==> config.mk <==
export PLATFORM = sky130hd
export DESIGN_NAME = rv_core_top
export DESIGN_NICKNAME = d
export VERILOG_FILES = /design/src/hw/rv_core_pkg.sv /design/src/hw/maindec.sv /design/src/hw/aludec.sv /design/src/hw/controller.sv /design/src/hw/alu.sv /design/src/hw/regfile.sv /design/src/hw/pc_unit.sv /design/src/hw/fetch_fsm.sv /design/src/hw/rv_core_top.sv
export VERILOG_INCLUDE_DIRS = /design/src /design/src/hw
export SDC_FILE = /design/constraint.sdc
export NUM_CORES = 2
export LEC_CHECK = 0
export ABC_AREA = 1
export BUFFER_PORTS_ARGS = -buffer_cell sky130_fd_sc_hd__buf_2
export CAP_MARGIN = 5
export CORE_UTILIZATION = 40
export CTS_CLUSTER_SIZE = 40
export DETAILED_ROUTE_END_ITERATION = 10
export PLACE_DENSITY_LB_ADDON = 0.2
export SYNTH_ARGS = -nofsm -noshare
export SYNTH_HDL_FRONTEND = slang
export SYNTH_SLANG_ARGS = --single-unit
==> constraint.sdc <==
create_clock -name i_clk -period 13.4 [get_ports i_clk]
set_input_delay 0 -clock i_clk [delete_from_list [all_inputs] [get_ports i_clk]]
set_output_delay 0 -clock i_clk [all_outputs]
set_load 0.01 [all_outputs]
==> src/hw/rv_core_settings.svh <==
/* Core-wide settings: data width, register count and reset pc */

`ifndef RV_CORE_SETTINGS_SVH
`define RV_CORE_SETTINGS_SVH

// Data and address width
`define RV_XLEN 32

// Architectural register count, x0 included
`define RV_NREGS 32

// First fetch address after reset
`define RV_RESET_PC 32'h0000_0000

`endif

==> src/hw/rv_core_pkg.sv <==
/* Core types: word, register index, ALU control, writeback select, immediate format */

`include "rv_core_settings.svh"

package rv_core_pkg;

    typedef logic [`RV_XLEN-1:0]          word_t;     // Data or address word
    typedef logic [$clog2(`RV_NREGS)-1:0] reg_addr_t; // Register index

    typedef enum logic [2:0] {
        ALU_ADD = 3'b000,                              // a + b
        ALU_SUB = 3'b001,                              // a - b
        ALU_AND = 3'b010,                              // a & b
        ALU_OR  = 3'b011,                              // a | b
        ALU_SLT = 3'b101                               // Signed a < b
    } alu_op_t;

    typedef enum logic [1:0] {
        AOP_ADD   = 2'b00,                             // jal, add only
        AOP_SUB   = 2'b01,                             // beq compare
        AOP_FUNCT = 2'b10                              // R and I type, by funct
    } aluop_class_t;

    typedef enum logic [1:0] {
        RES_ALU = 2'b00,                               // ALU result
        RES_PC4 = 2'b01                                // Link value pc + 4
    } result_src_t;

    typedef enum logic [1:0] {
        IMM_I = 2'b00,                                 // I format
        IMM_S = 2'b01,                                 // Reserved, no stores
        IMM_B = 2'b10,                                 // Branch offset
        IMM_J = 2'b11                                  // Jump offset
    } imm_src_t;

endpackage

==> src/hw/maindec.sv <==
/* Main decoder: opcode to datapath controls and ALU operation class */

`timescale 1ns/1ps

module maindec import rv_core_pkg::*; (
    input  logic [6:0]   i_op,          // Instruction opcode
    output result_src_t  o_resultsrc,   // Writeback select
    output imm_src_t     o_immsrc,      // Immediate format
    output logic         o_alusrc,      // 1 selects immediate as ALU b
    output logic         o_regwrite,    // Register write, ungated
    output logic         o_branch,      // beq
    output logic         o_jump,        // jal
    output aluop_class_t o_aluop        // Class for ALU decoder
);

    localparam logic [6:0] OP_RTYPE  = 7'b0110011;   // add sub and or slt
    localparam logic [6:0] OP_ITYPE  = 7'b0010011;   // addi andi ori slti
    localparam logic [6:0] OP_BRANCH = 7'b1100011;   // beq
    localparam logic [6:0] OP_JAL    = 7'b1101111;   // jal

    always_comb begin
        // No-operation set, used for every unsupported opcode
        o_resultsrc = RES_ALU;
        o_immsrc    = IMM_I;
        o_alusrc    = 1'b0;
        o_regwrite  = 1'b0;
        o_branch    = 1'b0;
        o_jump      = 1'b0;
        o_aluop     = AOP_ADD;

        case (i_op)
            OP_RTYPE: begin
                o_regwrite = 1'b1;            // rd <- rs1 op rs2
                o_aluop    = AOP_FUNCT;
            end
            OP_ITYPE: begin
                o_regwrite = 1'b1;            // rd <- rs1 op imm
                o_alusrc   = 1'b1;
                o_immsrc   = IMM_I;
                o_aluop    = AOP_FUNCT;
            end
            OP_BRANCH: begin
                o_branch   = 1'b1;            // Compare by subtract
                o_immsrc   = IMM_B;
                o_aluop    = AOP_SUB;
            end
            OP_JAL: begin
                o_jump      = 1'b1;
                o_regwrite  = 1'b1;           // Link register
                o_immsrc    = IMM_J;
                o_resultsrc = RES_PC4;
            end
            default: ;                        // Retire as nop
        endcase
    end

endmodule

==> src/hw/aludec.sv <==
/* ALU decoder: operation class and funct fields to ALU control */

`timescale 1ns/1ps

module aludec import rv_core_pkg::*; (
    input  logic         i_opb5,        // Opcode bit 5, high for R-type
    input  logic         i_funct7b5,    // funct7 bit 5, sub select
    input  logic [2:0]   i_funct3,      // funct3 field
    input  aluop_class_t i_aluop,       // Class from main decoder
    output alu_op_t      o_alucrtl      // ALU operation
);

    logic l_rtype_sub;                  // R-type with funct7 sub bit

    assign l_rtype_sub = i_opb5 & i_funct7b5;

    always_comb begin
        case (i_aluop)
            AOP_ADD: o_alucrtl = ALU_ADD;              // jal
            AOP_SUB: o_alucrtl = ALU_SUB;              // beq
            AOP_FUNCT: begin
                case (i_funct3)
                    3'b000: begin
                        if (l_rtype_sub) begin
                            o_alucrtl = ALU_SUB;       // sub
                        end else begin
                            o_alucrtl = ALU_ADD;       // add, addi
                        end
                    end
                    3'b010:  o_alucrtl = ALU_SLT;      // slt, slti
                    3'b110:  o_alucrtl = ALU_OR;       // or, ori
                    3'b111:  o_alucrtl = ALU_AND;      // and, andi
                    default: o_alucrtl = ALU_ADD;      // Unsupported funct3
                endcase
            end
            default: o_alucrtl = ALU_ADD;
        endcase
    end

    // funct7 bit 5 is ignored for I-type since addi has no subtract form

endmodule

==> src/hw/controller.sv <==
/* Decode controller with main and ALU decoders, immediate extender and branch decision */

`timescale 1ns/1ps

module controller import rv_core_pkg::*; (
    input  word_t       i_instr,        // Instruction register
    input  logic        i_zero,         // ALU zero flag
    input  logic        i_exec,         // Execute strobe
    output alu_op_t     o_alucrtl,      // ALU operation
    output result_src_t o_resultsrc,    // Writeback select
    output logic        o_alusrc,       // Immediate as ALU b
    output logic        o_regwrite,     // Write enable gated by exec
    output logic        o_take,         // Load pc + imm
    output word_t       o_imm           // Sign-extended immediate
);

    imm_src_t     l_immsrc;             // Format from main decoder
    aluop_class_t l_aluop;              // ALU class from main decoder
    logic         l_regwrite;           // Ungated write enable
    logic         l_branch;             // beq
    logic         l_jump;               // jal

    maindec u_maindec (
        .i_op        (i_instr[6:0]),
        .o_resultsrc (o_resultsrc),
        .o_immsrc    (l_immsrc),
        .o_alusrc    (o_alusrc),
        .o_regwrite  (l_regwrite),
        .o_branch    (l_branch),
        .o_jump      (l_jump),
        .o_aluop     (l_aluop)
    );

    aludec u_aludec (
        .i_opb5     (i_instr[5]),
        .i_funct7b5 (i_instr[30]),
        .i_funct3   (i_instr[14:12]),
        .i_aluop    (l_aluop),
        .o_alucrtl  (o_alucrtl)
    );

    // Sign bit is always instr[31]
    always_comb begin
        case (l_immsrc)
            IMM_I:   o_imm = {{20{i_instr[31]}}, i_instr[31:20]};
            IMM_B:   o_imm = {{20{i_instr[31]}}, i_instr[7], i_instr[30:25],
                              i_instr[11:8], 1'b0};
            default: o_imm = {{12{i_instr[31]}}, i_instr[19:12], i_instr[20],
                              i_instr[30:21], 1'b0};                // IMM_J
        endcase
    end

    assign o_take     = (l_branch & i_zero) | l_jump;  // Equal beq or any jal
    assign o_regwrite = l_regwrite & i_exec;           // One write per instruction

endmodule

==> src/hw/alu.sv <==
/* ALU: add, sub, and, or, signed slt and zero flag */

`timescale 1ns/1ps

module alu import rv_core_pkg::*; (
    input  word_t   i_a,                // rs1
    input  word_t   i_b,                // rs2 or immediate
    input  alu_op_t i_ctrl,             // Operation
    output word_t   o_result,           // Result
    output logic    o_zero              // Result is zero
);

    logic l_lt;                         // Signed less-than

    assign l_lt = $signed(i_a) < $signed(i_b);

    always_comb begin
        case (i_ctrl)
            ALU_ADD: o_result = i_a + i_b;
            ALU_SUB: o_result = i_a - i_b;      // Also beq compare
            ALU_AND: o_result = i_a & i_b;
            ALU_OR:  o_result = i_a | i_b;
            ALU_SLT: o_result = l_lt ? word_t'(1) : '0;
            default: o_result = i_a + i_b;
        endcase
    end

    assign o_zero = (o_result == '0);   // beq taken when a - b is zero

endmodule

==> src/hw/regfile.sv <==
/* Register file: two async read ports, one clocked write port, x0 fixed at zero */

`timescale 1ns/1ps
`include "rv_core_settings.svh"

module regfile import rv_core_pkg::*; (
    input  logic      i_clk,
    input  logic      i_rst_n,
    input  logic      i_we,             // Write enable, one per instruction
    input  reg_addr_t i_ra1,            // rs1
    input  reg_addr_t i_ra2,            // rs2
    input  reg_addr_t i_wa,             // rd
    input  word_t     i_wd,             // Writeback value
    output word_t     o_rd1,            // rs1 value
    output word_t     o_rd2             // rs2 value
);

    word_t r_regs [`RV_NREGS];          // x0 never written

    always_ff @(posedge i_clk or negedge i_rst_n) begin
        if (!i_rst_n) begin
            for (int i = 0; i < `RV_NREGS; i++) begin
                r_regs[i] <= '0;        // All registers start at zero
            end
        end else if (i_we && (i_wa != '0)) begin
            r_regs[i_wa] <= i_wd;
        end
    end

    assign o_rd1 = r_regs[i_ra1];       // Combinational reads
    assign o_rd2 = r_regs[i_ra2];

endmodule

==> src/hw/pc_unit.sv <==
/* Program counter with sequential and branch or jump target selection */

`timescale 1ns/1ps
`include "rv_core_settings.svh"

module pc_unit import rv_core_pkg::*; (
    input  logic  i_clk,
    input  logic  i_rst_n,
    input  logic  i_advance,            // Execute strobe, update pc
    input  logic  i_take,               // Branch taken or jump
    input  word_t i_imm,                // pc-relative offset
    output word_t o_pc,                 // Fetch address
    output word_t o_pc_plus4            // Sequential pc, link value
);

    word_t r_pc;                        // Current pc
    word_t l_target;                    // pc + offset
    word_t l_pc_next;                   // Selected next pc

    assign o_pc_plus4 = r_pc + 32'd4;
    assign l_target   = r_pc + i_imm;
    assign l_pc_next  = i_take ? l_target : o_pc_plus4;

    always_ff @(posedge i_clk or negedge i_rst_n) begin
        if (!i_rst_n) begin
            r_pc <= `RV_RESET_PC;
        end else if (i_advance) begin
            r_pc <= l_pc_next;          // Same edge as register write
        end
    end

    // Stable for the whole bus request since advance only comes in EXEC
    assign o_pc = r_pc;

endmodule

==> src/hw/fetch_fsm.sv <==
/* Fetch FSM: Wishbone classic instruction read, instruction register, execute strobe */

`timescale 1ns/1ps

module fetch_fsm import rv_core_pkg::*; (
    input  logic  i_clk,
    input  logic  i_rst_n,
    input  logic  i_wb_ack,             // Slave acknowledge
    input  word_t i_wb_dat,             // Read data
    output logic  o_wb_cyc,             // Bus cycle
    output logic  o_wb_stb,             // Strobe, same as cyc
    output logic  o_exec,               // One cycle per instruction
    output word_t o_instr               // Instruction register
);

    typedef enum logic {
        FETCH = 1'b0,                   // Request until ack
        EXEC  = 1'b1                    // Write back, pc update, retire
    } state_t;

    state_t r_state;                    // Current state
    logic   r_cyc;                      // Registered bus request
    word_t  r_instr;                    // Latched instruction, no reset

    always_ff @(posedge i_clk or negedge i_rst_n) begin
        if (!i_rst_n) begin
            r_state <= FETCH;
            r_cyc   <= 1'b0;
        end else begin
            case (r_state)
                FETCH: begin
                    if (!r_cyc) begin
                        r_cyc <= 1'b1;              // First request after reset
                    end else if (i_wb_ack) begin
                        r_cyc   <= 1'b0;            // Drop in the next cycle
                        r_state <= EXEC;
                    end
                end
                EXEC: begin
                    r_cyc   <= 1'b1;                // Next request right away
                    r_state <= FETCH;
                end
                default: begin
                    r_cyc   <= 1'b0;
                    r_state <= FETCH;
                end
            endcase
        end
    end

    // Data is valid in the ack cycle only
    always_ff @(posedge i_clk) begin
        if ((r_state == FETCH) && r_cyc && i_wb_ack) begin
            r_instr <= i_wb_dat;
        end
    end

    assign o_wb_cyc = r_cyc;
    assign o_wb_stb = r_cyc;            // Single transfer per cycle
    assign o_exec   = (r_state == EXEC);
    assign o_instr  = r_instr;

    // The instruction stays put until the next ack, after EXEC

endmodule

==> src/hw/rv_core_top.sv <==
/* Core top: fetch FSM, controller, register file, ALU and pc unit */

`timescale 1ns/1ps

module rv_core_top import rv_core_pkg::*; (
    input  logic      i_clk,
    input  logic      i_rst_n,
    input  logic      i_wb_ack,         // Wishbone acknowledge
    input  word_t     i_wb_dat,         // Wishbone read data
    output logic      o_wb_cyc,         // Wishbone cycle
    output logic      o_wb_stb,         // Wishbone strobe
    output word_t     o_wb_adr,         // Fetch address
    output logic      o_retire,         // Instruction retires this cycle
    output logic      o_ret_we,         // Register write performed
    output word_t     o_ret_pc,         // pc of retiring instruction
    output word_t     o_ret_data,       // Writeback value
    output reg_addr_t o_ret_rd          // Destination index
);

    word_t       l_instr;               // Instruction register
    logic        l_exec;                // Execute strobe
    alu_op_t     l_alucrtl;             // ALU operation
    result_src_t l_resultsrc;           // Writeback select
    logic        l_alusrc;              // ALU b select
    logic        l_regwrite;            // Gated write enable
    logic        l_take;                // Branch or jump taken
    logic        l_zero;                // ALU zero flag
    word_t       l_imm;                 // Immediate
    word_t       l_rd1;                 // rs1 value
    word_t       l_rd2;                 // rs2 value
    word_t       l_srcb;                // ALU b operand
    word_t       l_alu_res;             // ALU result
    word_t       l_pc;                  // Current pc
    word_t       l_pc_plus4;            // Link value
    word_t       l_wb_data;             // Writeback value

    fetch_fsm u_fetch (
        .i_clk (i_clk), .i_rst_n (i_rst_n), .i_wb_ack (i_wb_ack), .i_wb_dat (i_wb_dat),
        .o_wb_cyc (o_wb_cyc), .o_wb_stb (o_wb_stb), .o_exec (l_exec), .o_instr (l_instr)
    );

    controller u_ctrl (
        .i_instr (l_instr), .i_zero (l_zero), .i_exec (l_exec), .o_alucrtl (l_alucrtl),
        .o_resultsrc (l_resultsrc), .o_alusrc (l_alusrc), .o_regwrite (l_regwrite),
        .o_take (l_take), .o_imm (l_imm)
    );

    regfile u_rf (
        .i_clk (i_clk), .i_rst_n (i_rst_n), .i_we (l_regwrite),
        .i_ra1 (l_instr[19:15]), .i_ra2 (l_instr[24:20]), .i_wa (l_instr[11:7]),
        .i_wd (l_wb_data), .o_rd1 (l_rd1), .o_rd2 (l_rd2)
    );

    assign l_srcb = l_alusrc ? l_imm : l_rd2;   // Immediate or rs2

    alu u_alu (
        .i_a (l_rd1), .i_b (l_srcb), .i_ctrl (l_alucrtl), .o_result (l_alu_res), .o_zero (l_zero)
    );

    pc_unit u_pc (
        .i_clk (i_clk), .i_rst_n (i_rst_n), .i_advance (l_exec), .i_take (l_take),
        .i_imm (l_imm), .o_pc (l_pc), .o_pc_plus4 (l_pc_plus4)
    );

    assign l_wb_data = (l_resultsrc == RES_PC4) ? l_pc_plus4 : l_alu_res;  // jal link

    assign o_wb_adr   = l_pc;
    assign o_retire   = l_exec;         // Retire in EXEC, writes land on its closing edge
    assign o_ret_pc   = l_pc;
    assign o_ret_rd   = l_instr[11:7];
    assign o_ret_we   = l_regwrite;
    assign o_ret_data = l_wb_data;

endmodule

==> impl_metrics.tcl <==
set metrics [dict create \
    fin_area_mm2 0.0745 \
    grt_pass1_wl_mm 431 \
    syn_nets 9762 \
    grt_max_degree 188 \
    worst_ir_drop_vdd_v 0.000131 \
    async_flop_share 0.971 \
    final_cell_count_no_fill 11600 \
    multi_input_area_mm2 0.0342 \
    rows 150 \
    die_h_um 414 \
    hold_class "input pin to asynchronous set/reset pin" \
    violations "hold timing" \
    dr_total_vias 69000 \
    cts.sinks 1090 \
    synth_top_flop_cell "dfrtp_1" \
    initial_core_util 0.404 \
    power_density_mw_per_mm2 139 \
    pwr-share-comb 0.298 \
    layout-drive-gt1-share 0.0708 \
    p_int_mw 6.34 \
    timing.final.ws_setup_ns 5.13 \
    htreeDepth 4 \
    synth_top_family_by_area "compound AO/OA/AOI/OAI gates" \
    drc_errors 0 \
    path_class "flip-flop to primary output" \
    synth_cell_types 65 \
    synth_edf_count 32 \
    r2r-start "u_fetch.o_instr[15]$_DFFE_PP_" \
    startpoint_type "flip-flop" \
    whs_ns -0.0429 \
    cts_tree "built" \
    coreArea_mm2 0.168 \
    grt_pass1_vias 64900 \
    r2r-end "u_pc.o_pc[1]$_DFFE_PN0P_" \
    ys_warn_count 0 \
    drtPass1Iterations 7 \
    critical_path_required_ns 13.40 \
    ios 140 \
    synth-xor-area-share 0.00811 \
    reg2regPathDepth 31 \
    slew_viol_final 0 \
    crit_path_start "u_fetch.o_instr[21]$_DFFE_PP_" \
    cts.clk_slew.worst_paths_ns 0.06 \
    synth_mux_area_frac 0.000499 \
    status "finished with violations" \
    clk_latency_ns 0.81 \
    ys_seq_elements 1090 \
    nets 9428 \
    antenna_found_initial 1 \
    drt_iter0_drc 8723 \
    synth_compound_area_frac 0.253 \
    p_sw_frac 0.389 \
    numCtsBuffers 134 \
    setup.worst_path.end "o_ret_data[30]" \
    seq_area_frac_synth 0.405 \
    dp.cells 11300 \
    syn_to_final_growth_pct 9.96 \
    cp_num_cells 27 \
    root_buffer "clkbuf_16" \
    cpMaxStageDelayCell "buf_4" \
    wirelength_mm 292 \
    hold_viol 13 \
    vias_per_cell 5.96 \
    p_sw_mw 4.03 \
    fin_crit_sh 0.617 \
    synthCells 9590 \
    fin_crit_ns 8.27 \
    clkPwrFrac 0.362 \
    gr-total-overflow 0 \
    synth_top_area_cell "dfrtp_1" \
    max_cap_violations 0 \
    rsz0062_at_grt "no" \
    drtAntennaViolNets 0 \
    synth_fa_ha_area_frac 0.0256 \
    crit_top_cell "nand2_1" \
    synthSimpleGateAreaFrac 0.216 \
    path_buf_inv 9 \
    seqPwrFrac 0.340 \
    netlist_area_mm2 0.0677 \
    setup_tns_ns 0 \
    fmaxAchievable_mhz 121 \
    end_kind "primary output" \
    relSlewSlack 0.164 \
    seq_area_mm2 0.0274 \
    die_x_um 414 \
    leakage_nw 33.0 \
    yosysTopAreaCellShare 0.391 \
    worstMarginPinSlew_ns 1.24 \
    dpl_worst_slack_ns 5.63 \
    dpl-instance-area_mm2 0.0693 \
    critPathMaxFanout 123 \
    place.detailed.hpwl_mm 175 \
    netlist_top_cells_area "dfrtp_1, o21ai_0, nand2_1" \
    cts_max_path_buffers 3 \
    reg2reg_slack_ns 5.49 \
    gp_congestion 1.03 \
    cp_top_family "buffers and inverters" \
    wl_per_cell_um 25.2 \
    worst_ep_arrival_time_ns 8.27 \
    fp.dieArea_mm2 0.171 \
    io_buffers 139 \
    syn_avg_cell_area_um2 7.06 \
    grtUsageTotal 0.336 \
    finalSetupViolations 0 \
    critPathMaxStageDelay_ns 0.94 \
    finClkSkew_ns 0.0460 \
    nFillCells 17200 \
]
==> worst min path at each step <==
stage | from | to | slack (ns) | depth (start not counted)
after floorplan | i_rst_n | u_fetch.o_exec$_DFF_PN0_ | -0.30 | 0
after global placement | i_rst_n | u_rf.r_regs[244]$_DFFE_PN0P_ | 0.11 | 1
after detailed placement | i_rst_n | u_rf.r_regs[244]$_DFFE_PN0P_ | 0.11 | 1
after CTS | i_rst_n | u_rf.r_regs[244]$_DFFE_PN0P_ | 0.02 | 3
after global routing | i_rst_n | u_rf.r_regs[148]$_DFFE_PN0P_ | 0.05 | 3
final | i_rst_n | u_rf.r_regs[148]$_DFFE_PN0P_ | -0.04 | 3
==> synth_stat cells, types with 12 or more instances <==
cell	number
nand2_1	2203
o21ai_0	1884
dfrtp_1	1058
nor2_1	765
inv_1	738
clkbuf_1	690
a21oi_1	578
nand3_1	472
ha_1	134
o22ai_1	134
o221ai_1	104
o211ai_1	102
o21ai_1	96
nor3_1	52
a221oi_1	50
buf_4	47
buf_1	39
nand4_1	38
xor2_1	38
a32o_1	36
buf_2	34
edfxtp_1	32
xnor2_1	21
o21a_1	20
o21ai_2	20
a31oi_1	18
inv_2	18
nor2_2	17
a31o_2	12
==> power groups by stage <==
stage	registers, mW	clock network, mW	logic [mW]
6_report	3.53	3.76	3.09
5_1_grt	3.53	3.92	3.33
4_1_cts	3.52	3.81	3.04
3_5_place_dp	3.58	0	3.01
3_3_place_gp	3.57	0	3.02
2_1_floorplan	3.54	0	1.83
==> per-layer routing <==
metal	global-route usage	routed length (um)	vias up
li1	-	-	31400
met1	0.453	121000	33000
met2	0.514	128000	3805
met3	0.0558	26100	733
met4	0.184	16800	0
met5	0	0	-
==> worst min-delay path, cell delays in order <==
cell           delay (ns)
dlygate4sd3_1        0.59
buf_8                0.20
buf_16               0.37
==> state kept, by name, indices dropped and copies added (netlist names) <==
| register | cells |
|---|---|
| u_fetch.o_exec | 1 |
| u_pc.o_pc | 32 |
| u_fetch.o_instr | 32 |
| u_rf.r_regs | 1024 |
| u_fetch.o_wb_cyc | 1 |
==> kinds of logic after synthesis <==
kind of cell,after synthesis
XOR/XNOR,61
adder cells (fa/ha/maj),137
flip-flops,1090
AND/OR/NAND/NOR,3601
buffers and inverters,1588
AO/OA/AOI/OAI,3110
multiplexers,3
==> cells in the final DEF, fill, tap and decap left out, types with 28 or more instances in the layout <==
master	instances
buf_4	133
dlygate4sd3_1	66
ha_1	134
edfxtp_1	32
buf_2	138
o21ai_0	1878
nor2_1	764
o221ai_1	104
nand2_1	2184
a221oi_1	50
o211ai_1	102
nand3_1	468
o21ai_2	28
dfrtp_1	1058
o21ai_1	92
inv_1	723
o22ai_1	134
nand4_1	38
clkbuf_16	139
xor2_1	38
clkbuf_1	37
a21oi_1	578
nor3_1	50
a32o_1	36
==> through the flow <==
stage,total power [mW],utilization
after CTS,10.4,0.444
after floorplan,5.36,-
after global placement,6.59,0.413
after global routing,10.8,0.444
after detailed placement,6.59,0.413
final,10.4,0.444
==> what timing repair did <==
item,CTS,global route
hold endpoints to repair,143,0
hold buffers,67,0
setup buffers,0,0
gates resized for setup,0,0
endpoints found under the setup margin,0,0
==> cell type report <==
cell class	instances	area share
multi-input combinational	6912	0.460
sequential	1090	0.368
clock buffer	202	0.0534
inverter	767	0.0393
tap	2204	0.0370
timing repair buffer	351	0.0353
clock inverter	41	0.00699
antenna	1	0.0000336
(Power assumes the default switching activity.)
